## src/bus_pkg.sv

```systemverilog
`default_nettype none

package bus_pkg;

  localparam int DATA_W       = 16;
  localparam int ADDR_W       = 8;
  localparam int OP_W         = 4;    // opcode field of a host command
  localparam int NUM_MASTERS  = 2;
  localparam int AUDIO_ID     = 0;    // lowest index, so it wins a free bus
  localparam int CMD_ID       = 1;
  localparam logic [ADDR_W-1:0] AUDIO_BASE = 8'hF0;
  localparam int AUDIO_LEN    = 8;
  localparam int SAMPLE_TICKS = 32;
  localparam int RAM_DEPTH    = 2 ** ADDR_W;
  localparam int IDX_W        = $clog2(AUDIO_LEN);
  localparam int TICK_W       = $clog2(SAMPLE_TICKS);

  // codes 4..15 are illegal
  typedef enum logic [OP_W-1:0] {
    CMD_NOP   = 4'd0,
    CMD_WRITE = 4'd1,
    CMD_READ  = 4'd2,
    CMD_ADD   = 4'd3
  } cmd_op_t;

  typedef enum logic [1:0] {
    BUS_IDLE  = 2'd0,
    BUS_READ  = 2'd1,
    BUS_WRITE = 2'd2
  } bus_op_t;

  typedef enum logic [2:0] {
    IDLE,
    REQ,
    ADDR,
    WAIT_RD,
    WRITE_BACK,
    DONE
  } exec_state_t;

  typedef logic [7:0] audio_sample_t;

  typedef struct packed {
    logic [OP_W-1:0]   op;     // raw code as sent by the host
    logic [ADDR_W-1:0] addr;
    logic [DATA_W-1:0] data;
  } cmd_word_t;

  typedef struct packed {
    cmd_op_t           op;
    logic [ADDR_W-1:0] addr;
    logic [DATA_W-1:0] operand;
    logic              illegal;
  } decoded_cmd_t;

  typedef struct packed {
    bus_op_t           op;
    logic [ADDR_W-1:0] addr;
    logic [DATA_W-1:0] wdata;
  } bus_ctrl_t;

  typedef struct packed {
    logic              valid;
    logic [DATA_W-1:0] rdata;
  } bus_resp_t;

  typedef struct packed {
    cmd_op_t           op;
    logic [ADDR_W-1:0] addr;
    logic [DATA_W-1:0] data;
    logic              error;
  } rsp_t;

endpackage

`default_nettype wire
```

## src/scratch_ram.sv

```systemverilog
`default_nettype none

module scratch_ram import bus_pkg::*; (
  input  wire logic      clk50MHz,
  input  wire logic      arst_n,
  input  wire bus_ctrl_t bus_ctrl,
  output bus_resp_t      bus_resp
);

  logic [DATA_W-1:0] mem [RAM_DEPTH];
  logic [DATA_W-1:0] rdata_q;
  logic              valid_q;

  // every address decodes here, there is no other slave
  always_ff @(posedge clk50MHz) begin
    if (bus_ctrl.op == BUS_WRITE) begin
      mem[bus_ctrl.addr] <= bus_ctrl.wdata;
    end
    if (bus_ctrl.op == BUS_READ) begin
      rdata_q <= mem[bus_ctrl.addr];   // held until the next read
    end
  end

  always_ff @(posedge clk50MHz or negedge arst_n) begin
    if (!arst_n) begin
      valid_q <= 1'b0;
    end else begin
      valid_q <= (bus_ctrl.op == BUS_READ);
    end
  end

  assign bus_resp = '{valid: valid_q, rdata: rdata_q};

endmodule

`default_nettype wire

```

## config.mk

```make
export PLATFORM = sky130hd
export DESIGN_NAME = scratch_ram
export DESIGN_NICKNAME = d
export VERILOG_FILES = /design/src/bus_pkg.sv /design/src/scratch_ram.sv
export SDC_FILE = /design/constraint.sdc
export NUM_CORES = 2
export LEC_CHECK = 0
export BUFFER_PORTS_ARGS = -buffer_cell sky130_fd_sc_hd__buf_2
export CORE_MARGIN = 2
export CORE_UTILIZATION = 41
export DETAILED_ROUTE_END_ITERATION = 12
export PLACE_DENSITY_LB_ADDON = 0.05
export SLEW_MARGIN = 20
export SYNTH_ARGS = -nofsm -noshare
export SYNTH_HDL_FRONTEND = slang
export SYNTH_SLANG_ARGS = --single-unit
```

## constraint.sdc

```tcl
create_clock -name clk50MHz -period 2.4 [get_ports clk50MHz]
set_clock_uncertainty 0.15 [all_clocks]
set_input_delay 0.12 -clock clk50MHz [delete_from_list [all_inputs] [get_ports clk50MHz]]
set_output_delay 0.12 -clock clk50MHz [all_outputs]
set_load 0.01 [all_outputs]
```

==> impl_metrics.py <==
metrics = {
    "clock_network": {
        "cts_root_buf": "clkbuf_16",
        "numClockSinks": 4113,
        "clk_latency_ps": 970,
        "clock_path_buffers": 4,
        "cts_tree": "yes",
        "htreeDepth": 5,
        "cts_made_buffers": 439,
        "path_clk_slew_ps": 60,
        "post_cts_buffers": 0,
    },
    "routing": {
        "drt_iter0_drc": 8038,
        "drcViolationCount": 0,
        "first_pass_iters": 5,
        "wl_per_cell_um": 34.3,
        "viasPerCell": 5.76,
        "dr_total_vias": 76900,
        "drtAntennaViolNets": 0,
        "wirelength_um": 459000,
    },
    "sta": {
        "setup_viol_count_final": 16,
        "slew_headroom_pct": 31.4,
        "setup_ws_ps": -417,
        "rsz0062_at_grt": "true",
        "hold_ws_ps": 76.1,
        "final-hold-violation-count": 0,
        "finalCritPeriodShare_pct": 117,
        "fmax_mhz": 355,
        "tightest_slew_ps": 1030,
        "tns_ps": -3490,
        "fin_crit_ps": 2820,
        "drv_slew": 0,
    },
    "placed_design": {
        "portBuffers": 44,
        "gp_congestion": 0.804,
        "dp_cells": 12500,
        "hpwl_um": 293000,
    },
    "logic_synthesis": {
        "synth_flop_cell": "edfxtp_1",
        "ys_top_cells_by_count": "4112 x edfxtp_1, 1024 x mux4_2, 512 x a22oi_1",
        "synth_edf_count": 4112,
        "synth_cells": 6708,
        "synthArstFlopShare_pct": 0.0243,
        "ys_ff_latch": 4113,
        "yosys_warnings": 0,
        "synth_area_um2": 155000,
        "synth_top_area_cell": "edfxtp_1",
        "ys_seq_area_share_pct": 79.5,
        "ys_top_cells_by_area": "edfxtp_1 80%, mux4_2 15%, a22oi_1 2.5%",
        "post-synth-top-area-fraction_pct": 79.5,
        "synth.most_common_cell": "edfxtp_1",
        "syn_nets": 6736,
        "synth.distinct_cells": 22,
        "synth_area_per_cell_um2": 23.1,
    },
    "pwr": {
        "leakagePower_nw": 60.4,
        "pwr_density_cell_nw_per_um2": 800,
        "ir_drop_uv": 697,
        "finalPower_mw": 153,
    },
    "floorplan": {
        "num_rows": 225,
        "die_area_um2": 384000,
        "core_um2": 376000,
        "die_h_um": 619,
        "initial_core_util_pct": 41.3,
        "die_x_um": 619,
        "ios": 45,
    },
    "worst_setup_path": {
        "rrSetupSlack_ps": -420,
        "cp.required_ps": 2960,
        "worstSetupStartpointType": "flip-flop",
        "cp-end-kind": "flip-flop",
        "crit_chain": "mux4_2, a22oi_1, a21oi_2, o41ai_4, buf_4, nand4_1",
        "slowest_stage": "o41ai_4",
        "arrival_ps": 3370,
        "crit_buf_inv": 1,
        "path_delay_family": "compound AO/OA/AOI/OAI gates",
        "critPathMaxStageDelay_ps": 830,
        "worst-path-max-fanout": 1,
        "critical_path_class": "reg2reg",
    },
    "grt": {
        "grt_usage_pct": 23.9,
        "antenna_found_initial": 26,
        "grt_max_degree": 112,
        "first_global_vias": 79500,
        "grt_overflow": 0,
        "grt_pass1_wl_um": 640000,
    },
    "final_layout": {
        "fin_nets": 8022,
        "fin_util_pct": 51.0,
        "area_delta_synth_final_pct": 23.6,
        "n_fill_cell": 29700,
        "instances_no_fill": 13400,
        "drive_gt1_share_pct": 39.4,
    },
    "status": {
        "status": "finished with violations",
        "violations": "negative setup slack",
    },
    "run": {
        "drv_cap": 0,
    },
    "hold_path": {
        "min_path_type": "in2reg",
    },
}
[power breakdown]
part	total, mW	leakage (nW)	internal, mW	switching, mW
clock	65.8	6.80	37.8	27.9
combinational	8.52	16.7	3.38	5.14
sequential	79.2	37.0	79.1	0.0521
total	153	60.4	120	33.1
[layout make-up]
type	count	area [µm²]	share of cell area (%)
Antenna cell	11	27.5	0.0143
Clock buffer	534	11500	5.99
Clock inverter	274	2390	1.25
Multi-Input combinational cell	2182	32900	17.1
Sequential cell	4113	124000	64.4
Tap cell	4994	6250	3.26
Timing Repair Buffer	1258	15400	8.00
[sequential cells by signal, summed over array words and instances, names as in the netlist]
register,count
valid_q,1
rdata_q,16
mem,4096
[layer usage]
metal | wire length (µm) | track usage [%] | vias to the layer above
met2 | 225000 | 39.4 | 2313
met1 | 198000 | 34.3 | 42400
met4 | 9790 | 5.19 | 2
met5 | 14 | 0 | -
li1 | - | - | 31700
met3 | 25200 | 3.07 | 504
[layout by cell type (no fill, tap or decap), types with 17 or more instances in the layout]
cell	netlist	routed
buf_12	0	456
mux4_2	1024	1024
buf_8	0	17
o41ai_2	0	29
a21oi_4	0	19
buf_2	107	26
edfxtp_1	4112	4112
nor2_1	260	68
buf_4	3	711
a22oi_2	0	90
clkbuf_1	282	88
dlygate4sd3_1	0	28
clkinv_1	0	117
nor2_2	0	71
a22oi_1	512	422
clkinv_2	0	86
buf_6	1	19
o41ai_4	0	27
clkbuf_16	0	446
a21oi_1	256	188
a21oi_2	0	49
nor2_4	0	121
bufinv_16	0	36
[metrics by stage]
| step | setup WS [ps] | area [µm²] |
|---|---|---|
| 2_1_floorplan | -143 | 156000 |
| 3_3_place_gp | -2220 | 176000 |
| 3_5_place_dp | -1670 | 177000 |
| 4_1_cts | -442 | 192000 |
| 5_1_grt | -433 | 192000 |
| 6_report | -417 | 192000 |
[final timing paths]
kind | cells after the start | to | from
max in group asynchronous | 4 | valid_q$_DFF_PN0_ | arst_n
hold / removal | 2 | mem[128][14]$_DFFE_PP_ | bus_ctrl[14]
hold reg to reg | 5 | rdata_q[11]$_DFFE_PP_ | mem[220][11]$_DFFE_PP_
setup / recovery | 6 | rdata_q[4]$_DFFE_PP_ | mem[51][4]$_DFFE_PP_
setup reg to reg | 6 | rdata_q[4]$_DFFE_PP_ | mem[51][4]$_DFFE_PP_
min in group asynchronous | 4 | valid_q$_DFF_PN0_ | arst_n
[cell families after synthesis]
kind of cell / count (synthesis) / share of synthesized area (%)
buffers and inverters: 413 / 1.10
and+or+nand+nor: 326 / 0.845
muxes: 1024 / 14.9
DFF: 4113 / 79.5
AOI/OAI and AO/OA: 832 / 3.66
[what timing repair did]
| action | CTS | global route |
|---|---|---|
| hold buffers | 33 | 0 |
| resized for setup | 151 | 73 |
| endpoints found under the hold margin | 4630 | 0 |
| setup endpoints to repair | 16 | 36 |
| pin swaps | 66 | 43 |
Note: power is estimated with default switching activity, not from simulation.
