$ cat config.mk
export PLATFORM = sky130hd
export DESIGN_NAME = cmd_execute
export DESIGN_NICKNAME = d
export VERILOG_FILES = /design/src/bus_pkg.sv /design/src/cmd_execute.sv
export SDC_FILE = /design/constraint.sdc
export NUM_CORES = 1
export LEC_CHECK = 0
export ABC_CLOCK_PERIOD_IN_PS = 1820
export BUFFER_PORTS_ARGS = -buffer_cell sky130_fd_sc_hd__buf_2
export CAP_MARGIN = 20
export CELL_PAD_IN_SITES_DETAIL_PLACEMENT = 1
export CELL_PAD_IN_SITES_GLOBAL_PLACEMENT = 1
export CORE_UTILIZATION = 33
export DETAILED_ROUTE_END_ITERATION = 16
export GPL_TIMING_DRIVEN = 0
export PLACE_DENSITY = 0.77
export SYNTH_ARGS = -nofsm -noshare
export SYNTH_HDL_FRONTEND = slang
export SYNTH_SLANG_ARGS = --single-unit
$ cat constraint.sdc
create_clock -name clk50MHz -period 1.82 [get_ports clk50MHz]
set_input_delay 0.364 -clock clk50MHz [delete_from_list [all_inputs] [get_ports clk50MHz]]
set_output_delay 0.364 -clock clk50MHz [all_outputs]
set_load 0.01 [all_outputs]
$ cat src/bus_pkg.sv
`default_nettype none

package bus_pkg;

  localparam int DATA_W       = 16;
  localparam int ADDR_W       = 8;
  localparam int OP_W         = 4;    // opcode field of a host command
  localparam int NUM_MASTERS  = 2;
  localparam int AUDIO_ID     = 0;    // lowest index, so it wins a free bus
  localparam int CMD_ID       = 1;
  localparam logic [ADDR_W-1:0] AUDIO_BASE = 8'hF0;
  localparam int AUDIO_LEN    = 8;
  localparam int SAMPLE_TICKS = 32;
  localparam int RAM_DEPTH    = 2 ** ADDR_W;
  localparam int IDX_W        = $clog2(AUDIO_LEN);
  localparam int TICK_W       = $clog2(SAMPLE_TICKS);

  // codes 4..15 are illegal
  typedef enum logic [OP_W-1:0] {
    CMD_NOP   = 4'd0,
    CMD_WRITE = 4'd1,
    CMD_READ  = 4'd2,
    CMD_ADD   = 4'd3
  } cmd_op_t;

  typedef enum logic [1:0] {
    BUS_IDLE  = 2'd0,
    BUS_READ  = 2'd1,
    BUS_WRITE = 2'd2
  } bus_op_t;

  typedef enum logic [2:0] {
    IDLE,
    REQ,
    ADDR,
    WAIT_RD,
    WRITE_BACK,
    DONE
  } exec_state_t;

  typedef logic [7:0] audio_sample_t;

  typedef struct packed {
    logic [OP_W-1:0]   op;     // raw code as sent by the host
    logic [ADDR_W-1:0] addr;
    logic [DATA_W-1:0] data;
  } cmd_word_t;

  typedef struct packed {
    cmd_op_t           op;
    logic [ADDR_W-1:0] addr;
    logic [DATA_W-1:0] operand;
    logic              illegal;
  } decoded_cmd_t;

  typedef struct packed {
    bus_op_t           op;
    logic [ADDR_W-1:0] addr;
    logic [DATA_W-1:0] wdata;
  } bus_ctrl_t;

  typedef struct packed {
    logic              valid;
    logic [DATA_W-1:0] rdata;
  } bus_resp_t;

  typedef struct packed {
    cmd_op_t           op;
    logic [ADDR_W-1:0] addr;
    logic [DATA_W-1:0] data;
    logic              error;
  } rsp_t;

endpackage

`default_nettype wire
$ cat src/cmd_execute.sv
`default_nettype none

module cmd_execute import bus_pkg::*; (
  input  wire logic         clk50MHz,
  input  wire logic         arst_n,
  input  wire logic         dec_valid,
  input  wire decoded_cmd_t dec,
  input  wire logic         ack,
  input  wire bus_resp_t    bus_resp,
  output logic              req,
  output bus_ctrl_t         bus_out,
  output logic              done,
  output logic [DATA_W-1:0] result_data
);

  exec_state_t       state;
  exec_state_t       state_nxt;
  logic              wb;         // set for the write-back grant of an add
  logic              rd_hit;
  logic [DATA_W-1:0] result_q;

  assign rd_hit = (state == WAIT_RD) && ack && bus_resp.valid;

  // ack is registered, so it cannot show up in REQ; ADDR waits for it
  always_comb begin
    state_nxt = state;
    case (state)
      IDLE: begin
        if (dec_valid) begin
          state_nxt = (dec.illegal || dec.op == CMD_NOP) ? DONE : REQ;
        end
      end
      REQ:        state_nxt = ADDR;
      ADDR: begin
        if (ack) begin
          state_nxt = (wb || dec.op == CMD_WRITE) ? DONE : WAIT_RD;
        end
      end
      WAIT_RD: begin
        if (rd_hit) begin
          state_nxt = (dec.op == CMD_ADD) ? WRITE_BACK : DONE;
        end
      end
      WRITE_BACK: state_nxt = ADDR;   // second request of an add
      DONE:       state_nxt = IDLE;
      default:    state_nxt = IDLE;
    endcase
  end

  always_ff @(posedge clk50MHz or negedge arst_n) begin
    if (!arst_n) begin
      state <= IDLE;
      wb    <= 1'b0;
    end else begin
      state <= state_nxt;
      if (state_nxt == WRITE_BACK) begin
        wb <= 1'b1;
      end else if (state_nxt == IDLE) begin
        wb <= 1'b0;
      end
    end
  end

  // read word, or the sum for an add (wraps at 2^16)
  always_ff @(posedge clk50MHz) begin
    if (state == IDLE && dec_valid) begin
      result_q <= '0;
    end else if (rd_hit) begin
      result_q <= (dec.op == CMD_ADD) ? bus_resp.rdata + dec.operand : bus_resp.rdata;
    end
  end

  assign req = (state == REQ) || (state == ADDR) || (state == WRITE_BACK);

  // address phase only in the first cycle of ack
  always_comb begin
    bus_out = '{op: BUS_IDLE, addr: '0, wdata: '0};
    if (state == ADDR && ack) begin
      bus_out.addr = dec.addr;
      if (wb) begin
        bus_out.op    = BUS_WRITE;
        bus_out.wdata = result_q;
      end else if (dec.op == CMD_WRITE) begin
        bus_out.op    = BUS_WRITE;
        bus_out.wdata = dec.operand;
      end else begin
        bus_out.op = BUS_READ;
      end
    end
  end

  assign done        = (state == DONE);
  assign result_data = result_q;

endmodule

`default_nettype wire

==> impl_results.md <==
- Setup CP Type: flop to output pin
- Pwr/cell area: 932 nW/um^2
- IO Count: 94
- Crit path max fanout: 8
- Die Ht: 81.6 um
- Synthesis Warnings: 0
- Antenna violations before repair: 0
- Total CTS buffers: 3
- Post-route cell area: 3340 sq um
- Max Used Layer: met4
- Global-route usage over all layers: 24.9%
- Layout cell share with drive strength beyond 1: 49.2%
- DP Wirelength: 5.99 mm
- Placer Congestion: 0.792
- Clk_skew: 0.00288 ns
- RSZ-0062 raised after global routing: yes
- Wire per inst: 20.2 um
- Filler cells: 748
- Data arrival, critical path: 1.74 ns
- Total grt overflow: 0
- Pleak: 1.49 nW
- Die Wd: 81.6 um
- Routed WL: 9.26 mm
- Worst VDD drop: 0.608 mV
- # DRC: 0
- Die ar.: 6650 sq um
- Final core area utilization: 55.4%
- Pins Over Slew Limit: 0
- Layout Cells excl Fill: 459
- Cell Area, Placed: 2680 sq um
- Final WS setup: -0.283 ns
- Final net count: 451
- CTS tree: done
- Mapped Nets: 337
- Cell area after synthesis: 2090 sq um
- Cell count after synthesis: 271
- Via/cell ratio: 5.62
- Total of max-cap violations: 0
- Hold WC Path Type: primary input to flop
- Synth top area share: 15.3%
- Met1 WL: 3.79 mm
- Crit path time final: 2.10 ns
- Top cells by area, synth: dfxtp_1 (15%), ha_1 (9.0%), mux2i_1 (8.6%)
- Distinct cells, synth: 51
- Post-synth EDFFs: 0
- Final Hold Fails: 0
- Rows: 28
- First-pass DRT Iterations: 4
- Vias: 2581
- Worst setup SP type: flop
- Syn avg cell area: 7.71 sq um
- Asr flop ratio synth: 20.0%
- Status: finished with violations
- Hold depth: 3
- Cells on worst reg2reg path: 8
- First-pass GRT wire length: 12.6 mm
- Vias in the first global route: 2580
- Antenna cells: 0
- Placeable Area: 6030 sq um
- Reg clk slew, reported paths: 0.09 ns
- #FFs+latches synth: 20
- Highest Clock Rate: 476 MHz
- Final setup violation count: 29
- Worst Max-Slew Pin Slew: 0.595 ns
- Port bufs: 93
- Largest area contributor in the netlist: dfxtp_1
- Crit share post-route: 116%
- Clock sinks: 20
- Register area share after synthesis: 20.1%
- # H-tree levels: 1
- Critical Path RT: 1.46 ns
- Routed wl met3: 386 um
- Placed cell count: 439
- Initial DRC count: 121
- Largest net degree at the start of global routing: 12
- CP endpoint kind: output pin
- CTS max path bufs: 2
- Initial Util: 34.7%
- Met2 routed wirelength: 4.98 mm
- Clk root buf: clkbuf_8
- Post-DRT Antenna Nets: 0
- Worst relative slew slack: 60.3%
- Failing checks: setup timing
- Clk_lat worst skew: 0.28 ns
- P&R area growth vs syn: 59.8%
- Most used flip-flop cell after synthesis: dfxtp_1
## layout make-up
| class | count | area (sq um) | area share [%] |
|---|---|---|---|
| Inverter | 5 | 21.3 | 0.637 |
| Tap cell | 75 | 93.8 | 2.81 |
| Multi-Input combinational cell | 230 | 1890 | 56.6 |
| Timing Repair Buffer | 110 | 714 | 21.4 |
| Buffer | 15 | 143 | 4.27 |
| Clock buffer | 4 | 55.1 | 1.65 |
| Sequential cell | 20 | 423 | 12.7 |
## state kept, by name (all words and copies together) (netlist names)
register and flops:
result_data 16, state 3, wb 1
## cell usage after synthesis (all sizes together), types with 2 or more instances
cell type	count
a21o	4
xnor2	10
nand2b	4
dfxtp	16
a221oi	7
a211oi	4
o21ai	22
inv	5
dfrtp	4
and2	8
o41ai	2
ha	15
nor3	4
nand2	28
nand4	3
o21bai	3
a21oi	31
o211ai	4
and3b	2
nor2b	2
nor2	33
buf	9
xor2	4
nand3	7
mux2i	18
clkbuf	6
## metrics by stage
step / setup TNS, ns / hold slack (ns) / worst slack [ns] / total power (W)
floorplan: -0.104 / 0.0684 / -0.0622 / 0.00173
global placement: -5.22 / 0.174 / -0.372 / 0.00221
detailed placement: -6.18 / 0.178 / -0.410 / 0.00226
CTS: -3.48 / 0.398 / -0.168 / 0.00284
global route: -5.90 / 0.461 / -0.320 / 0.00327
finish: -4.39 / 0.412 / -0.283 / 0.00311
## critical path, cell delays in order (launching register included)
cell and delay (ns):
dfrtp_2 0.42, and2b_1 0.21, and3b_1 0.18, buf_6 0.13, nand2_8 0.07, buf_12 0.15, nor2_1 0.12, buf_2 0.17
## cell families after synthesis
| family | share of synthesized area [%] |
|---|---|
| and+or+nand+nor | 22.5 |
| AOI/OAI and AO/OA | 26.3 |
| buffers and inverters | 6.11 |
| DFF | 20.1 |
| muxes | 9.16 |
| adders and majority gates | 9.94 |
| xor gates and xnor gates | 5.87 |
## routing by layer
| metal | track usage (%) | up-vias |
|---|---|---|
| met1 | 30.4 | 1280 |
| li1 | - | 1212 |
| met2 | 45.3 | 80 |
| met4 | 9.12 | 0 |
| met5 | 0 | - |
| met3 | 2.11 | 9 |
## repair_timing
item,in CTS,in global routing
hold buffers,1,0
pin swaps,28,15
buffers inserted,10,5
resized for setup,62,52
setup endpoints to repair,35,41
endpoints found under the hold margin,4,0
cloned,1,0
## path summary, 6_finish.rpt
check | slack (ns) | endpoint | start
min | 0.41 | state[2] | dec[0]
max | -0.28 | bus_out[6] | state[2]
min reg2reg | 0.52 | result_data[15] | result_data[15]
max reg2reg | 0.01 | result_data[6] | state[2]
min in group asynchronous | 0.44 | state[2] | arst_n
max in group asynchronous | 1.24 | state[1] | arst_n
## cells in the final DEF, fill, tap and decap left out, drive strengths merged, types with 4 or more instances in the layout
| master | instances |
|---|---|
| nand2 | 28 |
| a211oi | 4 |
| nand3 | 7 |
| clkbuf | 9 |
| inv | 5 |
| nor3 | 4 |
| o21ai | 22 |
| nor2 | 33 |
| and2 | 8 |
| dfxtp | 16 |
| xnor2 | 10 |
| mux2i | 18 |
| buf | 119 |
| a21o | 4 |
| a21oi | 31 |
| o211ai | 4 |
| xor2 | 4 |
| a221oi | 7 |
| ha | 15 |
| nand2b | 4 |
| dfrtp | 4 |
## where the power goes
part | switching (W) | internal [W] | total (W)
clock | 0.000182 | 0.000194 | 0.000376
sequential | 0.000145 | 0.000623 | 0.000768
combinational | 0.00107 | 0.000903 | 0.00197
No activity file was read; power rests on OpenSTA's default activity.
