<file path="config.mk">
export PLATFORM = sky130hd
export DESIGN_NAME = cmd_result
export DESIGN_NICKNAME = d
export VERILOG_FILES = /design/src/bus_pkg.sv /design/src/cmd_result.sv
export SDC_FILE = /design/constraint.sdc
export NUM_CORES = 1
export LEC_CHECK = 0
export BUFFER_PORTS_ARGS = -buffer_cell sky130_fd_sc_hd__buf_2
export CORE_UTILIZATION = 46
export DETAILED_ROUTE_END_ITERATION = 8
export GPL_TIMING_DRIVEN = 0
export HOLD_SLACK_MARGIN = 0.12
export PLACE_DENSITY = 0.9
export SLEW_MARGIN = 20
export SYNTH_ARGS = -nofsm -noshare
export SYNTH_HDL_FRONTEND = slang
export SYNTH_SLANG_ARGS = --single-unit
</file>
<file path="constraint.sdc">
create_clock -name clk50MHz -period 1.3 [get_ports clk50MHz]
set_input_delay 0.065 -clock clk50MHz [delete_from_list [all_inputs] [get_ports clk50MHz]]
set_output_delay 0.065 -clock clk50MHz [all_outputs]
set_load 0.05 [all_outputs]
</file>
<file path="src/bus_pkg.sv">
`default_nettype none

package bus_pkg;

  localparam int DATA_W       = 16;
  localparam int ADDR_W       = 8;
  localparam int OP_W         = 4;    // opcode field of a host command
  localparam int NUM_MASTERS  = 2;
  localparam int AUDIO_ID     = 0;    // lowest index, so it wins a free bus
  localparam int CMD_ID       = 1;
  localparam logic [ADDR_W-1:0] AUDIO_BASE = 8'hF0;
  localparam int AUDIO_LEN    = 8;
  localparam int SAMPLE_TICKS = 32;
  localparam int RAM_DEPTH    = 2 ** ADDR_W;
  localparam int IDX_W        = $clog2(AUDIO_LEN);
  localparam int TICK_W       = $clog2(SAMPLE_TICKS);

  // codes 4..15 are illegal
  typedef enum logic [OP_W-1:0] {
    CMD_NOP   = 4'd0,
    CMD_WRITE = 4'd1,
    CMD_READ  = 4'd2,
    CMD_ADD   = 4'd3
  } cmd_op_t;

  typedef enum logic [1:0] {
    BUS_IDLE  = 2'd0,
    BUS_READ  = 2'd1,
    BUS_WRITE = 2'd2
  } bus_op_t;

  typedef enum logic [2:0] {
    IDLE,
    REQ,
    ADDR,
    WAIT_RD,
    WRITE_BACK,
    DONE
  } exec_state_t;

  typedef logic [7:0] audio_sample_t;

  typedef struct packed {
    logic [OP_W-1:0]   op;     // raw code as sent by the host
    logic [ADDR_W-1:0] addr;
    logic [DATA_W-1:0] data;
  } cmd_word_t;

  typedef struct packed {
    cmd_op_t           op;
    logic [ADDR_W-1:0] addr;
    logic [DATA_W-1:0] operand;
    logic              illegal;
  } decoded_cmd_t;

  typedef struct packed {
    bus_op_t           op;
    logic [ADDR_W-1:0] addr;
    logic [DATA_W-1:0] wdata;
  } bus_ctrl_t;

  typedef struct packed {
    logic              valid;
    logic [DATA_W-1:0] rdata;
  } bus_resp_t;

  typedef struct packed {
    cmd_op_t           op;
    logic [ADDR_W-1:0] addr;
    logic [DATA_W-1:0] data;
    logic              error;
  } rsp_t;

endpackage

`default_nettype wire
</file>
<file path="src/cmd_result.sv">
`default_nettype none

module cmd_result import bus_pkg::*; (
  input  wire logic              clk50MHz,
  input  wire logic              arst_n,
  input  wire logic              dec_valid,
  input  wire decoded_cmd_t      dec,
  input  wire logic              done,
  input  wire logic [DATA_W-1:0] result_data,
  output logic                   rsp_valid,
  output rsp_t                   rsp,
  output logic                   busy
);

  logic busy_q;

  always_ff @(posedge clk50MHz or negedge arst_n) begin
    if (!arst_n) begin
      busy_q    <= 1'b0;
      rsp_valid <= 1'b0;
    end else begin
      rsp_valid <= done;
      if (dec_valid) begin
        busy_q <= 1'b1;
      end else if (done) begin
        busy_q <= 1'b0;   // drops together with the rsp_valid pulse
      end
    end
  end

  // busy already high in the dec_valid cycle
  assign busy = busy_q | dec_valid;

  always_ff @(posedge clk50MHz) begin
    if (done) begin
      rsp.op    <= dec.op;
      rsp.addr  <= dec.addr;
      rsp.error <= dec.illegal;
      if (dec.illegal) begin
        rsp.data <= '0;
      end else if (dec.op == CMD_WRITE) begin
        rsp.data <= dec.operand;   // echo of the written word
      end else begin
        rsp.data <= result_data;
      end
    end
  end

endmodule

`default_nettype wire

</file>
==> results of run 1 <==
## worst min-delay path: cells and delay by family
| family | cells | cell delay (ns) |
|---|---|---|
| buffers and inverters | 1 | 0.08 |
| muxes | 1 | 0.13 |
| and+or+nand+nor | 1 | 0.05 |
## logic make-up after synthesis
group           Yosys count  synth area share (%)
buf+inv                   6                  3.39
simple gates             34                  16.9
flops                    31                  67.5
mux                      16                  11.7
compound gates            1                 0.550
## flip-flops by register name, summed over array words and instances (netlist names)
signal / flops
rsp: 29
busy_q: 1
rsp_valid: 1
## worst max-delay path by stage
stage / from / to / slack, ns / depth (start not counted)
finish: dec_valid / busy / 0.003 / 4
global route: dec[25] / rsp[3] / -0.008 / 6
CTS: dec_valid / busy / 0.03 / 4
detailed placement: dec[26] / rsp[13] / 0.14 / 5
global placement: dec[26] / rsp[8] / 0.14 / 5
floorplan: dec[26] / rsp[10] / 0.35 / 4
## power by group
| part | internal [mW] | switching (mW) |
|---|---|---|
| combinational | 0.242 | 0.411 |
| clock | 0.454 | 0.341 |
| sequential | 1.18 | 0.0210 |
| total | 1.88 | 0.774 |
## cell usage after synthesis
library cell  number
inv_1              1
or2_2              1
clkbuf_1           3
nor4b_4            1
edfxtp_1          29
a21o_1             1
dfrtp_1            2
buf_12             1
mux2i_1           16
buf_6              1
nand2b_1          32
## metrics by stage
step | hold slack (ns) | util, %
2_1_floorplan | -0.231 | -
3_3_place_gp | -0.151 | 64.7
3_5_place_dp | -0.147 | 64.7
4_1_cts | 0.120 | 83.3
5_1_grt | 0.121 | 84.3
6_report | 0.108 | 84.3
## cell type report
type | count | area (um2) | share of cell area, %
well taps | 31 | 38.8 | 1.66
flip-flops and latches | 31 | 921 | 39.3
plain buffers | 5 | 42.5 | 1.82
clock buffers | 6 | 51.3 | 2.19
multi-input cells | 51 | 402 | 17.1
inverters | 1 | 3.75 | 0.160
clock inverters | 2 | 35.0 | 1.49
repair buffers | 124 | 850 | 36.3
## metal layers
metal | track usage [%] | vias to the layer above
met5 | 0 | -
met4 | 10.1 | 0
met3 | 9.91 | 11
met2 | 48.1 | 71
met1 | 25.8 | 561
li1 | - | 570
## repair_timing
item                       in CTS  in global routing
hold endpoints to repair       31                  1
hold buffers                   43                  1
setup buffers                   0                  1
setup endpoints to repair       0                  9
gates resized for setup         0                  4
==> flow_summary_export.csv, run 1 <==
group,metric,value,unit
cells_and_area,antennaDiodeCount,0,
run,cap_violations,0,
drt,antenna_left,0,
cells_and_area,fin_nets,268,
die,pin_count,80,
worst_setup_path,critical_path_class,"primary input to output port",
worst_setup_path,end_kind,"output port",
cells_and_area,final_area,2340,um2
drt,wl_met2,1960,um
drt,top_layer_used,"met4",
logic_synthesis,ys_seq_area_share,67.5,%
drt,drt-pass1-iter-count,6,
die,die_w,56.5,um
die,core,2780,um2
timing,hold_viol_final,0,
hold_path,min_path_type,"primary input to flop",
worst_setup_path,cpPeakStageDelay,0.56,ns
hold_path,hold_depth,3,
drt,drcViolationCount,0,
cells_and_area,syn_to_final_growth,71.7,%
hold_path,holdPathEnd,"rsp[11]",
die,initial_core_util,49.1,%
cells_and_area,final_common_cell,"buf_2",
logic_synthesis,synth_seq_cells,31,
drt,m1WireLength,1360,um
clock_network,clkSlewWorstSetupHoldPaths,0.10,ns
timing,worst_pin_slew,0.682,ns
timing,fmax,771,MHz
worst_setup_path,crit_arrival,1.23,ns
worst_setup_path,worstPathMaxFanout,2,
timing,fin_crit_sh,99.7,%
clock_network,numCtsBuffers,5,
timing,fin_ws,0.00350,ns
global_route,grt_max_degree,32,
die,die_y,56.5,um
hold_path,min_from,"dec[11]",
timing,maxSlewHeadroom,54.6,%
worst_setup_path,r2r_cells,1,
clock_network,ctsRootBufferMaster,"clkbuf_4",
timing,tns,0,ns
drt,drt-initial-drc-count,44,
worst_setup_path,crit_buf_inv,3,
worst_setup_path,crit_chain,"dlygate4sd3_1 -> buf_2 -> or2_2 -> buf_6",
run_status,status,"finished clean",
drt,vias,1213,
clock_network,clkLatencyLatePin,0.33,ns
cells_and_area,final_cell_mix,"buf_2 (78), dlygate4sd3_1 (44), nand2b_1 (32)",
logic_synthesis,yosysTopAreaCellShare,63.8,%
drt,vias_per_cell,4.83,
die,fp-row-count,19,
timing,min_period,1.30,ns
timing,fin_skew,0,ns
logic_synthesis,synth_top_cell_by_area,"edfxtp_1",
place,place_ws,0.140,ns
global_route,grt_pass1_wl,6030,um
timing,maxSlewViolCount,0,
power_and_ir_drop,p_total,2.65,mW
worst_setup_path,slowest_stage,"dlygate4sd3_1",
worst_setup_path,rrSetupSlack,0.62,ns
cells_and_area,final_layout_size_suffix_gt1_share,42.3,%
logic_synthesis,synth_cell_types,11,
die,die_area,3190,um2
cells_and_area,stdcell_count,251,
worst_setup_path,r2r_start,"busy_q",
clock_network,cts_tree,"done",
global_route,grt_usage,26.0,%
power_and_ir_drop,power.density,1130,nW/um2
logic_synthesis,avgSynthCellArea,15.5,um2
power_and_ir_drop,peakVddDrop,1.20,mV
drt,wl_met3,341,um
logic_synthesis,ys.warnings.count,0,
cells_and_area,fill_cells,145,
worst_setup_path,crit_path_start_kind,"primary input",
place,place.gp.congestion,0.676,
drt,wire_per_inst,15.0,um
timing,rsz0062_at_grt,"yes",
clock_network,clk_path_buf_depth,2,
worst_setup_path,required,1.24,ns
drt,routed_wl,3770,um
timing,setup_viol,0,
logic_synthesis,netlist_instances,88,
place,io_buffers,79,
worst_setup_path,path_delay_family,"buffers and inverters",
place,post-place-cells,198,
global_route,overflow,0,
place,dpl_cell_area,1800,um2
power_and_ir_drop,leakagePower,1.01,nW
worst_setup_path,r2r-end,"busy_q",
clock_network,clock-sinks,31,
global_route,antenna_found_initial,0,
logic_synthesis,syn_nets,137,
logic_synthesis,yosys-top-cells-area,"edfxtp_1 (64%), nand2b_1 (15%), mux2i_1 (12%), dfrtp_1 (3.7%), nor4b_4 (1.7%)",
logic_synthesis,synth_area,1370,um2
global_route,grt_pass1_vias,1284,
clock_network,htree_levels,2,
Note: power is estimated with default switching activity, not from simulation.
==> run 2: changes to the inputs <==
--- a/config.mk
+++ b/config.mk
@@ -6,11 +6,13 @@
 export NUM_CORES = 1
 export LEC_CHECK = 0
 export BUFFER_PORTS_ARGS = -buffer_cell sky130_fd_sc_hd__buf_2
+export CAP_MARGIN = 25
 export CORE_UTILIZATION = 46
 export DETAILED_ROUTE_END_ITERATION = 8
 export GPL_TIMING_DRIVEN = 0
 export HOLD_SLACK_MARGIN = 0.12
 export PLACE_DENSITY = 0.9
+export RECOVER_POWER = 100
 export SLEW_MARGIN = 20
 export SYNTH_ARGS = -nofsm -noshare
 export SYNTH_HDL_FRONTEND = slang
==> flow_summary_export.csv, run 2 (synthesis gave the netlist of run 1 again) <==
group,metric,value,unit
power_and_ir_drop,p_int,1.87,mW
drt,wire_per_inst,15.0,um
timing,fin_crit_sh,99.6,%
power_and_ir_drop,power.density,1130,nW/um2
global_route,grt_pass1_vias,1284,
timing,fmax,772,MHz
worst_setup_path,required,1.24,ns
worst_setup_path,cpPeakStageDelay,0.56,ns
worst_setup_path,worstPathMaxFanout,2,
drt,routed_wl,3760,um
die,die_area,3190,um2
cells_and_area,fill_cells,145,
clock_network,clk_path_buf_depth,2,
worst_setup_path,path_delay_family,"buffers and inverters",
cells_and_area,antennaDiodeCount,0,
clock_network,numCtsBuffers,5,
power_and_ir_drop,p_comb_share,24.5,%
timing,hold_viol_final,0,
cells_and_area,largest_reg_flops,29,
die,fp-row-count,19,
cells_and_area,final_area,2340,um2
timing,worst_pin_slew,0.769,ns
clock_network,clock-sinks,31,
timing,maxSlewViolCount,0,
global_route,grt.met2_usage,48.1,%
cells_and_area,final_cell_mix,"buf_2 (45), dlygate4sd3_1 (44), nand2b_1 (32)",
worst_setup_path,slowest_stage,"dlygate4sd3_1",
clock_network,cts_tree,"done",
cells_and_area,fin_nets,268,
drt,antenna_left,0,
drt,drt-pass1-iter-count,6,
worst_setup_path,crit_arrival,1.23,ns
power_and_ir_drop,peakVddDrop,1.20,mV
global_route,overflow,0,
clock_network,ctsRootBufferMaster,"clkbuf_4",
worst_setup_path,crit_buf_inv,3,
timing,setup_viol,0,
timing,tns,0,ns
power_and_ir_drop,p_sw,775,uW
hold_path,min_path_type,"primary input to flop",
die,die_y,56.5,um
clock_network,clkSlewWorstSetupHoldPaths,0.10,ns
cells_and_area,stdcell_count,251,
die,initial_core_util,49.1,%
clock_network,htree_levels,2,
drt,vias,1209,
cells_and_area,top_regs,"rsp x29, busy_q x1, rsp_valid x1",
cells_and_area,final_common_cell,"buf_2",
cells_and_area,final_layout_size_suffix_gt1_share,41.4,%
die,pin_count,80,
global_route,grt_pass1_wl,6030,um
drt,vias_per_cell,4.82,
worst_setup_path,end_kind,"output port",
place,place.gp.congestion,0.676,
drt,drt-initial-drc-count,65,
cells_and_area,regMostFlops,"rsp",
cells_and_area,syn_to_final_growth,71.5,%
place,post-place-cells,198,
global_route,grt.busiest_layer,"met2",
power_and_ir_drop,power.share.switching,29.3,%
global_route,met1_usage,25.8,%
run,cap_violations,0,
global_route,met3_usage,9.91,%
power_and_ir_drop,p_total,2.65,mW
power_and_ir_drop,leakagePower,1.01,nW
power_and_ir_drop,power.share.clock,30.0,%
global_route,grt_usage,26.0,%
global_route,grt_max_degree,32,
place,io_buffers,79,
die,core,2780,um2
place,dpl_cell_area,1800,um2
run_status,status,"finished clean",
timing,min_period,1.30,ns
drt,drcViolationCount,0,
power_and_ir_drop,p_seq_share,45.5,%
timing,fin_skew,0,ns
die,die_w,56.5,um
timing,maxSlewHeadroom,48.8,%
worst_setup_path,crit_path_start_kind,"primary input",
global_route,antenna_found_initial,0,
timing,rsz0062_at_grt,"yes",
worst_setup_path,crit_chain,"dlygate4sd3_1 -> buf_2 -> or2_2 -> buf_6",
clock_network,clkLatencyLatePin,0.33,ns
worst_setup_path,critical_path_class,"primary input to output port",
[run 2: changes by cell type in the layout (fill, tap and decap cells not counted)]
cell	before	now
buf_2	78	45
clkbuf_2	0	31
clkbuf_1	3	5
[run 2: layout make-up]
class / instances / area (um2) / area share [%]
tap: 31 / 38.8 / 1.66
buffer: 5 / 42.5 / 1.82
clock buffer: 6 / 51.3 / 2.19
multi-input combinational: 51 / 402 / 17.2
timing repair buffer: 124 / 847 / 36.2
inverter: 1 / 3.75 / 0.160
clock inverter: 2 / 35.0 / 1.50
sequential: 31 / 921 / 39.3
[run 2: metrics by stage]
step           hold slack, ns  setup slack [ns]  util, %
3_3_place_gp           -0.151             0.136     64.7
3_5_place_dp           -0.147             0.140     64.7
4_1_cts                 0.120            0.0253     83.3
5_1_grt                 0.121          -0.00826     84.2
2_1_floorplan          -0.231             0.348        -
6_report                0.107           0.00486     84.2
[run 2: path summary, 6_finish.rpt]
path | start | to | slack, ns | depth (start not counted)
max in group asynchronous | arst_n | busy_q | 0.60 | 3
min | dec[11] | rsp[11] | 0.11 | 3
max | dec_valid | busy | 0.005 | 4
max reg2reg | busy_q | busy_q | 0.62 | 1
min reg2reg | busy_q | busy_q | 0.52 | 1
min in group asynchronous | arst_n | rsp_valid | 0.57 | 3
[run 2: timing repair]
item                                   CTS  global route
buffers inserted                         0             1
hold buffers                            43             1
setup endpoints to repair                0             9
resized for setup                        0             4
endpoints found under the hold margin   31             1
[run 2: tightest hold or removal path, cell delays in order]
cell and delay (ns):
buf_2 0.08, nand2b_1 0.05, mux2i_1 0.13
[run 2: power by group through the flow]
stage,logic [mW],registers [mW],clock network [mW]
after CTS,0.635,1.20,0.800
after global placement,0.529,1.22,0
after detailed placement,0.537,1.22,0
final,0.650,1.20,0.794
after floorplan,0.0836,1.50,0
after global routing,0.683,1.21,0.854
[run 2: routing by layer]
metal | wire (um) | vias up | part of all wire, %
met5 | 0 | - | 0
met4 | 112 | 0 | 3.0
met3 | 338 | 11 | 9.0
met2 | 1970 | 71 | 52
met1 | 1340 | 558 | 36
li1 | - | 569 | -
