===== src/bus_pkg.sv =====
`default_nettype none

package bus_pkg;

  localparam int DATA_W       = 16;
  localparam int ADDR_W       = 8;
  localparam int OP_W         = 4;    // opcode field of a host command
  localparam int NUM_MASTERS  = 2;
  localparam int AUDIO_ID     = 0;    // lowest index, so it wins a free bus
  localparam int CMD_ID       = 1;
  localparam logic [ADDR_W-1:0] AUDIO_BASE = 8'hF0;
  localparam int AUDIO_LEN    = 8;
  localparam int SAMPLE_TICKS = 32;
  localparam int RAM_DEPTH    = 2 ** ADDR_W;
  localparam int IDX_W        = $clog2(AUDIO_LEN);
  localparam int TICK_W       = $clog2(SAMPLE_TICKS);

  // codes 4..15 are illegal
  typedef enum logic [OP_W-1:0] {
    CMD_NOP   = 4'd0,
    CMD_WRITE = 4'd1,
    CMD_READ  = 4'd2,
    CMD_ADD   = 4'd3
  } cmd_op_t;

  typedef enum logic [1:0] {
    BUS_IDLE  = 2'd0,
    BUS_READ  = 2'd1,
    BUS_WRITE = 2'd2
  } bus_op_t;

  typedef enum logic [2:0] {
    IDLE,
    REQ,
    ADDR,
    WAIT_RD,
    WRITE_BACK,
    DONE
  } exec_state_t;

  typedef logic [7:0] audio_sample_t;

  typedef struct packed {
    logic [OP_W-1:0]   op;     // raw code as sent by the host
    logic [ADDR_W-1:0] addr;
    logic [DATA_W-1:0] data;
  } cmd_word_t;

  typedef struct packed {
    cmd_op_t           op;
    logic [ADDR_W-1:0] addr;
    logic [DATA_W-1:0] operand;
    logic              illegal;
  } decoded_cmd_t;

  typedef struct packed {
    bus_op_t           op;
    logic [ADDR_W-1:0] addr;
    logic [DATA_W-1:0] wdata;
  } bus_ctrl_t;

  typedef struct packed {
    logic              valid;
    logic [DATA_W-1:0] rdata;
  } bus_resp_t;

  typedef struct packed {
    cmd_op_t           op;
    logic [ADDR_W-1:0] addr;
    logic [DATA_W-1:0] data;
    logic              error;
  } rsp_t;

endpackage

`default_nettype wire

===== src/cmd_decode.sv =====
`default_nettype none

module cmd_decode import bus_pkg::*; (
  input  wire logic   clk50MHz,
  input  wire logic   arst_n,
  input  wire logic   cmd_valid,
  input  wire cmd_word_t cmd,
  input  wire logic   busy,
  output logic        dec_valid,
  output decoded_cmd_t dec
);

  logic accept;

  // strobes seen while a command is in flight are dropped
  assign accept = cmd_valid && !busy;

  always_ff @(posedge clk50MHz or negedge arst_n) begin
    if (!arst_n) begin
      dec_valid <= 1'b0;
    end else begin
      dec_valid <= accept;   // one cycle only
    end
  end

  // command fields, held until the next accepted strobe
  always_ff @(posedge clk50MHz) begin
    if (accept) begin
      dec.addr    <= cmd.addr;
      dec.operand <= cmd.data;
      case (cmd.op)
        CMD_NOP,
        CMD_WRITE,
        CMD_READ,
        CMD_ADD: begin
          dec.op      <= cmd_op_t'(cmd.op);
          dec.illegal <= 1'b0;
        end
        default: begin
          // unknown code runs like a nop but is flagged
          dec.op      <= CMD_NOP;
          dec.illegal <= 1'b1;
        end
      endcase
    end
  end

endmodule

`default_nettype wire


===== config.mk =====
export PLATFORM = sky130hd
export DESIGN_NAME = cmd_decode
export DESIGN_NICKNAME = d
export VERILOG_FILES = /design/src/bus_pkg.sv /design/src/cmd_decode.sv
export SDC_FILE = /design/constraint.sdc
export NUM_CORES = 1
export LEC_CHECK = 0
export BUFFER_PORTS_ARGS = -buffer_cell sky130_fd_sc_hd__buf_2
export CAP_MARGIN = 30
export CELL_PAD_IN_SITES_DETAIL_PLACEMENT = 0
export CELL_PAD_IN_SITES_GLOBAL_PLACEMENT = 1
export CORE_MARGIN = 2
export CORE_UTILIZATION = 31
export CTS_BUF_LIST = sky130_fd_sc_hd__clkbuf_16
export DETAILED_ROUTE_END_ITERATION = 8
export GPL_TIMING_DRIVEN = 1
export PLACE_DENSITY = 0.75
export SKIP_CTS_REPAIR_TIMING = 1
export SLEW_MARGIN = 20
export SYNTH_ARGS = -nofsm -noshare
export SYNTH_HDL_FRONTEND = slang
export SYNTH_SLANG_ARGS = --single-unit

===== constraint.sdc =====
create_clock -name clk50MHz -period 0.8 [get_ports clk50MHz]
set_input_delay 0.04 -clock clk50MHz [delete_from_list [all_inputs] [get_ports clk50MHz]]
set_output_delay 0.04 -clock clk50MHz [all_outputs]
set_load 0.05 [all_outputs]

==> run summary, run 1 <==
FLOORPLANNING
---------------------------------------------------------------------------------
Die outline area                                                         3440 um2
Core Footprint                                                           2810 um2
Starting density of the core                                                33.1%
Die Height                                                                58.7 um
Horizontal extent of the die                                              58.7 um
Ports placed on the boundary                                                   62
Number of rows in the core area                                                19

POWER AND IR DROP
---------------------------------------------------------------------------------
Cell leakage power                                                       0.790 nW
Power density over the cells                                          2320 nW/um2
IR drop worst, VDD                                                      0.00173 V

SETUP PATH
---------------------------------------------------------------------------------
Number of stages on the worst setup path                                        1
Cells along the critical path                                               buf_6
Crit Path Class                                                        reg -> out
Gate family responsible for the most delay along the worst path        flip-flops
Endpoint class of the critical path                                  primary output
Crit path buf inv count                                                         1
Slowest cell on the critical path                                    sky130_fd_sc_hd__edfxtp_1
Max Fanout on Critical Path                                                     1
Biggest cell delay along the critical path                                0.39 ns
Worst setup SP type                                                     flip-flop
Worst EP arrival                                                          0.83 ns
Endpoint required time on the critical path                               0.76 ns

FINAL LAYOUT
---------------------------------------------------------------------------------
Cell area after layout                                                   1880 um2
Utilization of the core after routing                                       67.2%
# fillers                                                                     196
Area added between synthesis and finish                                      103%
Count of antenna diodes in the layout                                           0
Nets@finish                                                                   163
Layout cells sized above 1                                                  52.3%
Non-filler instance count after layout                                        163

YOSYS
---------------------------------------------------------------------------------
Cells after synthesis                                                          35
Distinct cell type count of the synthesized netlist                             6
Synth top area share                                                        93.9%
List of most frequent post-synthesis cells                           sky130_fd_sc_hd__edfxtp_1 (29), sky130_fd_sc_hd__nor3b_1 (2)
Most common flop cell mapped by yosys                                sky130_fd_sc_hd__edfxtp_1
Mapped Avg Cell Area                                                     26.5 um2
Cell Area, Synth                                                          927 um2
Count of warnings emitted by yosys                                              0
Flops & latches, synth                                                         30
Cell types occupying the most area after synthesis                   sky130_fd_sc_hd__edfxtp_1 (94%), sky130_fd_sc_hd__dfrtp_1 (2.7%), sky130_fd_sc_hd__nor3b_1 (1.6%)
Post-synth EDFFs                                                               29
Post-synthesis cell type with the largest combined area              sky130_fd_sc_hd__edfxtp_1
Fraction of synthesis flops using an asynchronous set or reset pin          3.33%
Seq/Total Area, Yosys                                                       96.6%
Most frequently used cell type in the post-synthesis netlist         sky130_fd_sc_hd__edfxtp_1

STA
---------------------------------------------------------------------------------
Max frequency                                                            1.16 GHz
Unrepaired setup endpoints after global routing                               yes
Hold Vio Cnt, Final                                                             0
Final setup fails                                                              30
Max Slew Vio Count                                                              0
Min cycle time layout                                                    0.865 ns
Final WS setup                                                         -0.0653 ns
Final cycle utilization of the critical path                                 108%

CLOCK NETWORK
---------------------------------------------------------------------------------
TritonCTS Sinks                                                                30
CTS H-Tree Depth                                                                2
Clock tree from TritonCTS                                                    done
Max Buffers Root-to-Sink                                                        2
Buffer type at the clock tree root                                   sky130_fd_sc_hd__clkbuf_16
Number of buffers created by CTS                                                5
Worst-path clk slew                                                       0.05 ns

PLACE
---------------------------------------------------------------------------------
Detailed-placement wirelength estimate                                    1.27 mm
Final RePlAce weighted congestion                                           0.571
Count of input and output buffers                                              61
Placed standard-cell area                                                1310 um2
Placed cell count                                                             130

DETAILED ROUTING
---------------------------------------------------------------------------------
Count of nets left with antenna violations after detail routing                 0
Total DRC errors in the routed layout                                           4
DR pass1 iterations                                                             7
Vias after detailed routing                                                   674
Routed vias/inst                                                             4.13
Drt first-iter violations                                                      25
Total detailed-routing wirelength                                         2.13 mm
Routed wirelength normalized by instance count                            13.0 um

RUN STATUS
---------------------------------------------------------------------------------
Result of the run                                                    complete, but fails checks
Violations in the final reports                                      design-rule violations, negative setup slack

HOLD PATH
---------------------------------------------------------------------------------
Depth of the worst hold-timing path                                             2
Hold Startpoint                                                           cmd[26]
Min-Delay Path Class                                                    in -> reg
Worst Hold End                                                             dec[0]

FLOW RUN
---------------------------------------------------------------------------------
Reported max-cap violation count                                                0

GLOBAL ROUTE
---------------------------------------------------------------------------------
Via count of the first global-routing pass                                    605
Tot GR Track Use                                                            10.4%
Wire length of the first global-routing pass                              2.47 mm
Global-route congestion overflow total                                          0
Maximum number of pins on one net before global-route repair                   21
Number of antenna violations at the first check in global routing               0

==> per-stage QoR <==
stage | hold slack (ns) | total power, mW | setup TNS (ns) | worst slack, ns
detailed placement | -0.183 | 2.48 | 0 | 0.00206
finish | 0.0601 | 4.37 | -1.51 | -0.0653
CTS | -0.463 | 4.17 | -2.63 | -0.109
global placement | -0.184 | 2.47 | 0 | 0.0198
floorplan | -0.256 | 2.29 | -3.77 | -0.130
global route | 0.0711 | 4.52 | -2.22 | -0.0958
==> power breakdown <==
group	total, mW	switching [mW]	internal [mW]
combinational	0.797	0.462	0.335
clock	1.67	0.563	1.11
sequential	1.89	0.0473	1.85
total	4.37	1.07	3.29
==> layout make-up <==
cell class	count	area, um2	area share [%]
Sequential cell	30	896	47.5
Timing Repair Buffer	88	771	40.9
Clock buffer	5	125	6.64
Multi-Input combinational cell	6	42.5	2.26
Tap cell	31	38.8	2.06
Clock inverter	3	11.3	0.598
==> cells by family (layout without fill, tap and decap cells) <==
logic type / count (synthesis) / count (layout) / share of synthesized area [%]
other: 1 / 2 / 0.404
buffers and inverters: 0 / 96 / 0
DFF: 30 / 30 / 96.6
and+or+nand+nor: 4 / 4 / 2.97
==> worst max path at each step <==
stage | from | slack, ns | end
after floorplan | cmd_valid | -0.13 | dec[0]
after global placement | busy | 0.02 | dec[4]
after detailed placement | busy | 0.002 | dec[4]
after CTS | dec[7] | -0.11 | dec[7]
after global routing | dec[9] | -0.1 | dec[9]
final | dec[11] | -0.07 | dec[11]
==> layer usage <==
layer  track usage (%)  vias up  wire [um]
met5                 0        -          0
met1              9.14      306        687
met2              18.1       40       1230
met3              6.37        3        188
li1                  -      325          -
met4              5.84        0         23
==> layout by cell type (no fill, tap or decap) <==
cell type and instances:
sky130_fd_sc_hd__clkinv_1 3, sky130_fd_sc_hd__buf_4 1, sky130_fd_sc_hd__buf_6 30, sky130_fd_sc_hd__buf_12 1, sky130_fd_sc_hd__edfxtp_1 29, sky130_fd_sc_hd__or2_1 1, sky130_fd_sc_hd__dlygate4sd3_1 25, sky130_fd_sc_hd__buf_2 31
sky130_fd_sc_hd__nor3b_1 2, sky130_fd_sc_hd__clkbuf_16 5, sky130_fd_sc_hd__dfrtp_1 1, sky130_fd_sc_hd__conb_1 2, sky130_fd_sc_hd__nor2b_4 1
==> sequential cells by signal (all words and copies together) (netlist names) <==
register	count
dec	29
dec_valid	1
(Power assumes the default switching activity.)
==> run 2, diff against run 1 <==
--- a/config.mk
+++ b/config.mk
@@ -15,6 +15,7 @@
 export DETAILED_ROUTE_END_ITERATION = 8
 export GPL_TIMING_DRIVEN = 1
 export PLACE_DENSITY = 0.75
+export RECOVER_POWER = 50
 export SKIP_CTS_REPAIR_TIMING = 1
 export SLEW_MARGIN = 20
 export SYNTH_ARGS = -nofsm -noshare
==> run 2 against run 1 <==
Net effect:
- the flow still finishes with violations (design-rule violations, negative setup slack)
- clock power hardly changed
- maximum frequency about the same
- die area stayed put
- routed wire length fell by 0.42%
- sequential share of layout area increased by 0.70 points
- worst hold slack is essentially flat
- worst setup slack improved by 0.00082 ns
- sequential power barely moved
- combinational power is 2% lower
- core utilization down 0.98 points
- critical endpoint unchanged
==> run summary, run 2 (same netlist as run 1, synthesis figures left out) <==
RUN STATUS
----------------------------------------------------------------------------------
Result of the run                                                     complete, but fails checks
Violations in the final reports                                       design-rule violations, negative setup slack

PLACE
----------------------------------------------------------------------------------
Final RePlAce weighted congestion                                            0.571   unchanged
Placed standard-cell area                                                 1310 um2   unchanged
Detailed-placement wirelength estimate                                     1.27 mm   unchanged
Count of input and output buffers                                               61   unchanged

DETAILED ROUTING
----------------------------------------------------------------------------------
Routed vias/inst                                                              4.14   +0.15%
Vias after detailed routing                                                    675   +0.15%
Met2 wire length                                                           1.22 mm   -0.73%
Highest metal used                                                            met4
Detailed-route wire length on metal 1                                       683 um   -0.58%
DR pass1 iterations                                                              7   unchanged
Total met3 wirelength after detailed routing                                190 um   +1.1%
Total DRC errors in the routed layout                                            4   unchanged
Count of nets left with antenna violations after detail routing                  0   unchanged
Routed wirelength normalized by instance count                             13.0 um   -0.42%
Total detailed-routing wirelength                                          2.12 mm   -0.42%
Drt first-iter violations                                                       25   unchanged

STA
----------------------------------------------------------------------------------
Final setup fails                                                               30   unchanged
Total Neg Setup Slack                                                     -1.50 ns   +0.00258 ns
Final cycle utilization of the critical path                                  108%   about the same
Max frequency                                                             1.16 GHz   about the same
Max Slew Vio Count                                                               0   unchanged
Unrepaired setup endpoints after global routing                                yes
Final WS setup                                                          -0.0645 ns   +0.000823 ns
Hold Vio Cnt, Final                                                              0   unchanged
Min cycle time layout                                                     0.865 ns   -0.000823 ns

CLOCK NETWORK
----------------------------------------------------------------------------------
Worst-path clk slew                                                        0.05 ns   about the same
CTS H-Tree Depth                                                                 2   unchanged
Clock tree from TritonCTS                                                     done
Max Buffers Root-to-Sink                                                         2   unchanged
Buffer type at the clock tree root                                    sky130_fd_sc_hd__clkbuf_16
TritonCTS Sinks                                                                 30   unchanged
Number of buffers created by CTS                                                 5   unchanged

FLOORPLANNING
----------------------------------------------------------------------------------
Number of rows in the core area                                                 19   unchanged
Horizontal extent of the die                                               58.7 um   unchanged
Starting density of the core                                                 33.1%   unchanged
Die outline area                                                          3440 um2   unchanged
Core Footprint                                                            2810 um2   unchanged
Die Height                                                                 58.7 um   unchanged
Ports placed on the boundary                                                    62   unchanged

SETUP PATH
----------------------------------------------------------------------------------
Endpoint class of the critical path                                   primary output
Crit path buf inv count                                                          1   unchanged
Worst setup SP type                                                      flip-flop
Gate family responsible for the most delay along the worst path         flip-flops
Max Fanout on Critical Path                                                      1   unchanged
Biggest cell delay along the critical path                                 0.39 ns   about the same
Crit Path Class                                                         reg -> out
Worst EP arrival                                                           0.82 ns   about the same
Endpoint required time on the critical path                                0.76 ns   about the same
Cells along the critical path                                                buf_6
Slowest cell on the critical path                                     sky130_fd_sc_hd__edfxtp_1

FINAL LAYOUT
----------------------------------------------------------------------------------
Highest-count cells in the layout ignoring fill and taps              sky130_fd_sc_hd__buf_6 (30), sky130_fd_sc_hd__edfxtp_1 (29), sky130_fd_sc_hd__buf_2 (29)
Count of antenna diodes in the layout                                            0   unchanged
Nets@finish                                                                    163   unchanged
Cell area after layout                                                    1860 um2   -1.5%
Flip-flop count of the largest register, all copies and words added             29   unchanged
Leading cell type in the layout, fill and taps excluded               sky130_fd_sc_hd__buf_6
Area added between synthesis and finish                                       100%
Largest reg by FF count                                                        dec
Largest regs                                                          dec x29, dec_valid x1
Layout cells sized above 1                                                   50.0%   -2.3 points

HOLD PATH
----------------------------------------------------------------------------------
Min-Delay Path Class                                                     in -> reg

GLOBAL ROUTE
----------------------------------------------------------------------------------
Global-route congestion overflow total                                           0   unchanged
Via count of the first global-routing pass                                     605   unchanged
Tot GR Track Use                                                             10.4%   unchanged
Wire length of the first global-routing pass                               2.47 mm   unchanged
Number of antenna violations at the first check in global routing                0   unchanged
Maximum number of pins on one net before global-route repair                    21   unchanged

POWER AND IR DROP
----------------------------------------------------------------------------------
IR drop worst, VDD                                                       0.00173 V   about the same
Cell leakage power                                                        0.775 nW   -2.0%
Power density over the cells                                           2340 nW/um2   +1.1%
Overall power of the completed layout                                      4.35 mW   -0.41%

FLOW RUN
----------------------------------------------------------------------------------
Reported max-cap violation count                                                 0   unchanged

## run 2: cell types whose count changed in the layout (fill, tap and decap cells not counted), sizes merged
cell	before	now
buf	63	59
clkbuf	5	9
## run 2: final cells by class
cell class | count | area [um2]
repair buffers | 88 | 751
well taps | 31 | 38.8
multi-input cells | 6 | 35.0
fillers | 201 | 948
clock buffers | 5 | 125
flip-flops and latches | 30 | 896
clock inverters | 3 | 11.3
## run 2: metal layers
metal,up-vias,track usage (%)
met5,-,0
met1,307,9.14
li1,325,-
met2,40,18.1
met3,3,6.37
met4,0,5.84
## run 2: power breakdown
| group | switching, mW | internal (mW) | leakage [nW] |
|---|---|---|---|
| Sequential | 0.0473 | 1.85 | 0.284 |
| Clock | 0.562 | 1.11 | 0.0663 |
| Combinational | 0.459 | 0.321 | 0.424 |
## run 2: path summary, 6_finish.rpt
kind                       depth (start not counted)        end  slack (ns)  startpoint
max in group asynchronous                          2  dec_valid        0.63      arst_n
min                                                2     dec[0]        0.06     cmd[26]
min in group asynchronous                          2  dec_valid        0.09      arst_n
max                                                1    dec[11]       -0.06     dec[11]
## run 2: per-stage QoR
stage / hold WS, ns / setup slack [ns] / util [%] / std cells
2_1_floorplan: -0.256 / -0.130 / - / 36
6_report: 0.0602 / -0.0645 / 66.2 / 163
3_3_place_gp: -0.184 / 0.0198 / 46.7 / 130
5_1_grt: 0.0711 / -0.0958 / 66.2 / 163
4_1_cts: -0.463 / -0.109 / 51.6 / 138
3_5_place_dp: -0.183 / 0.00206 / 46.7 / 130
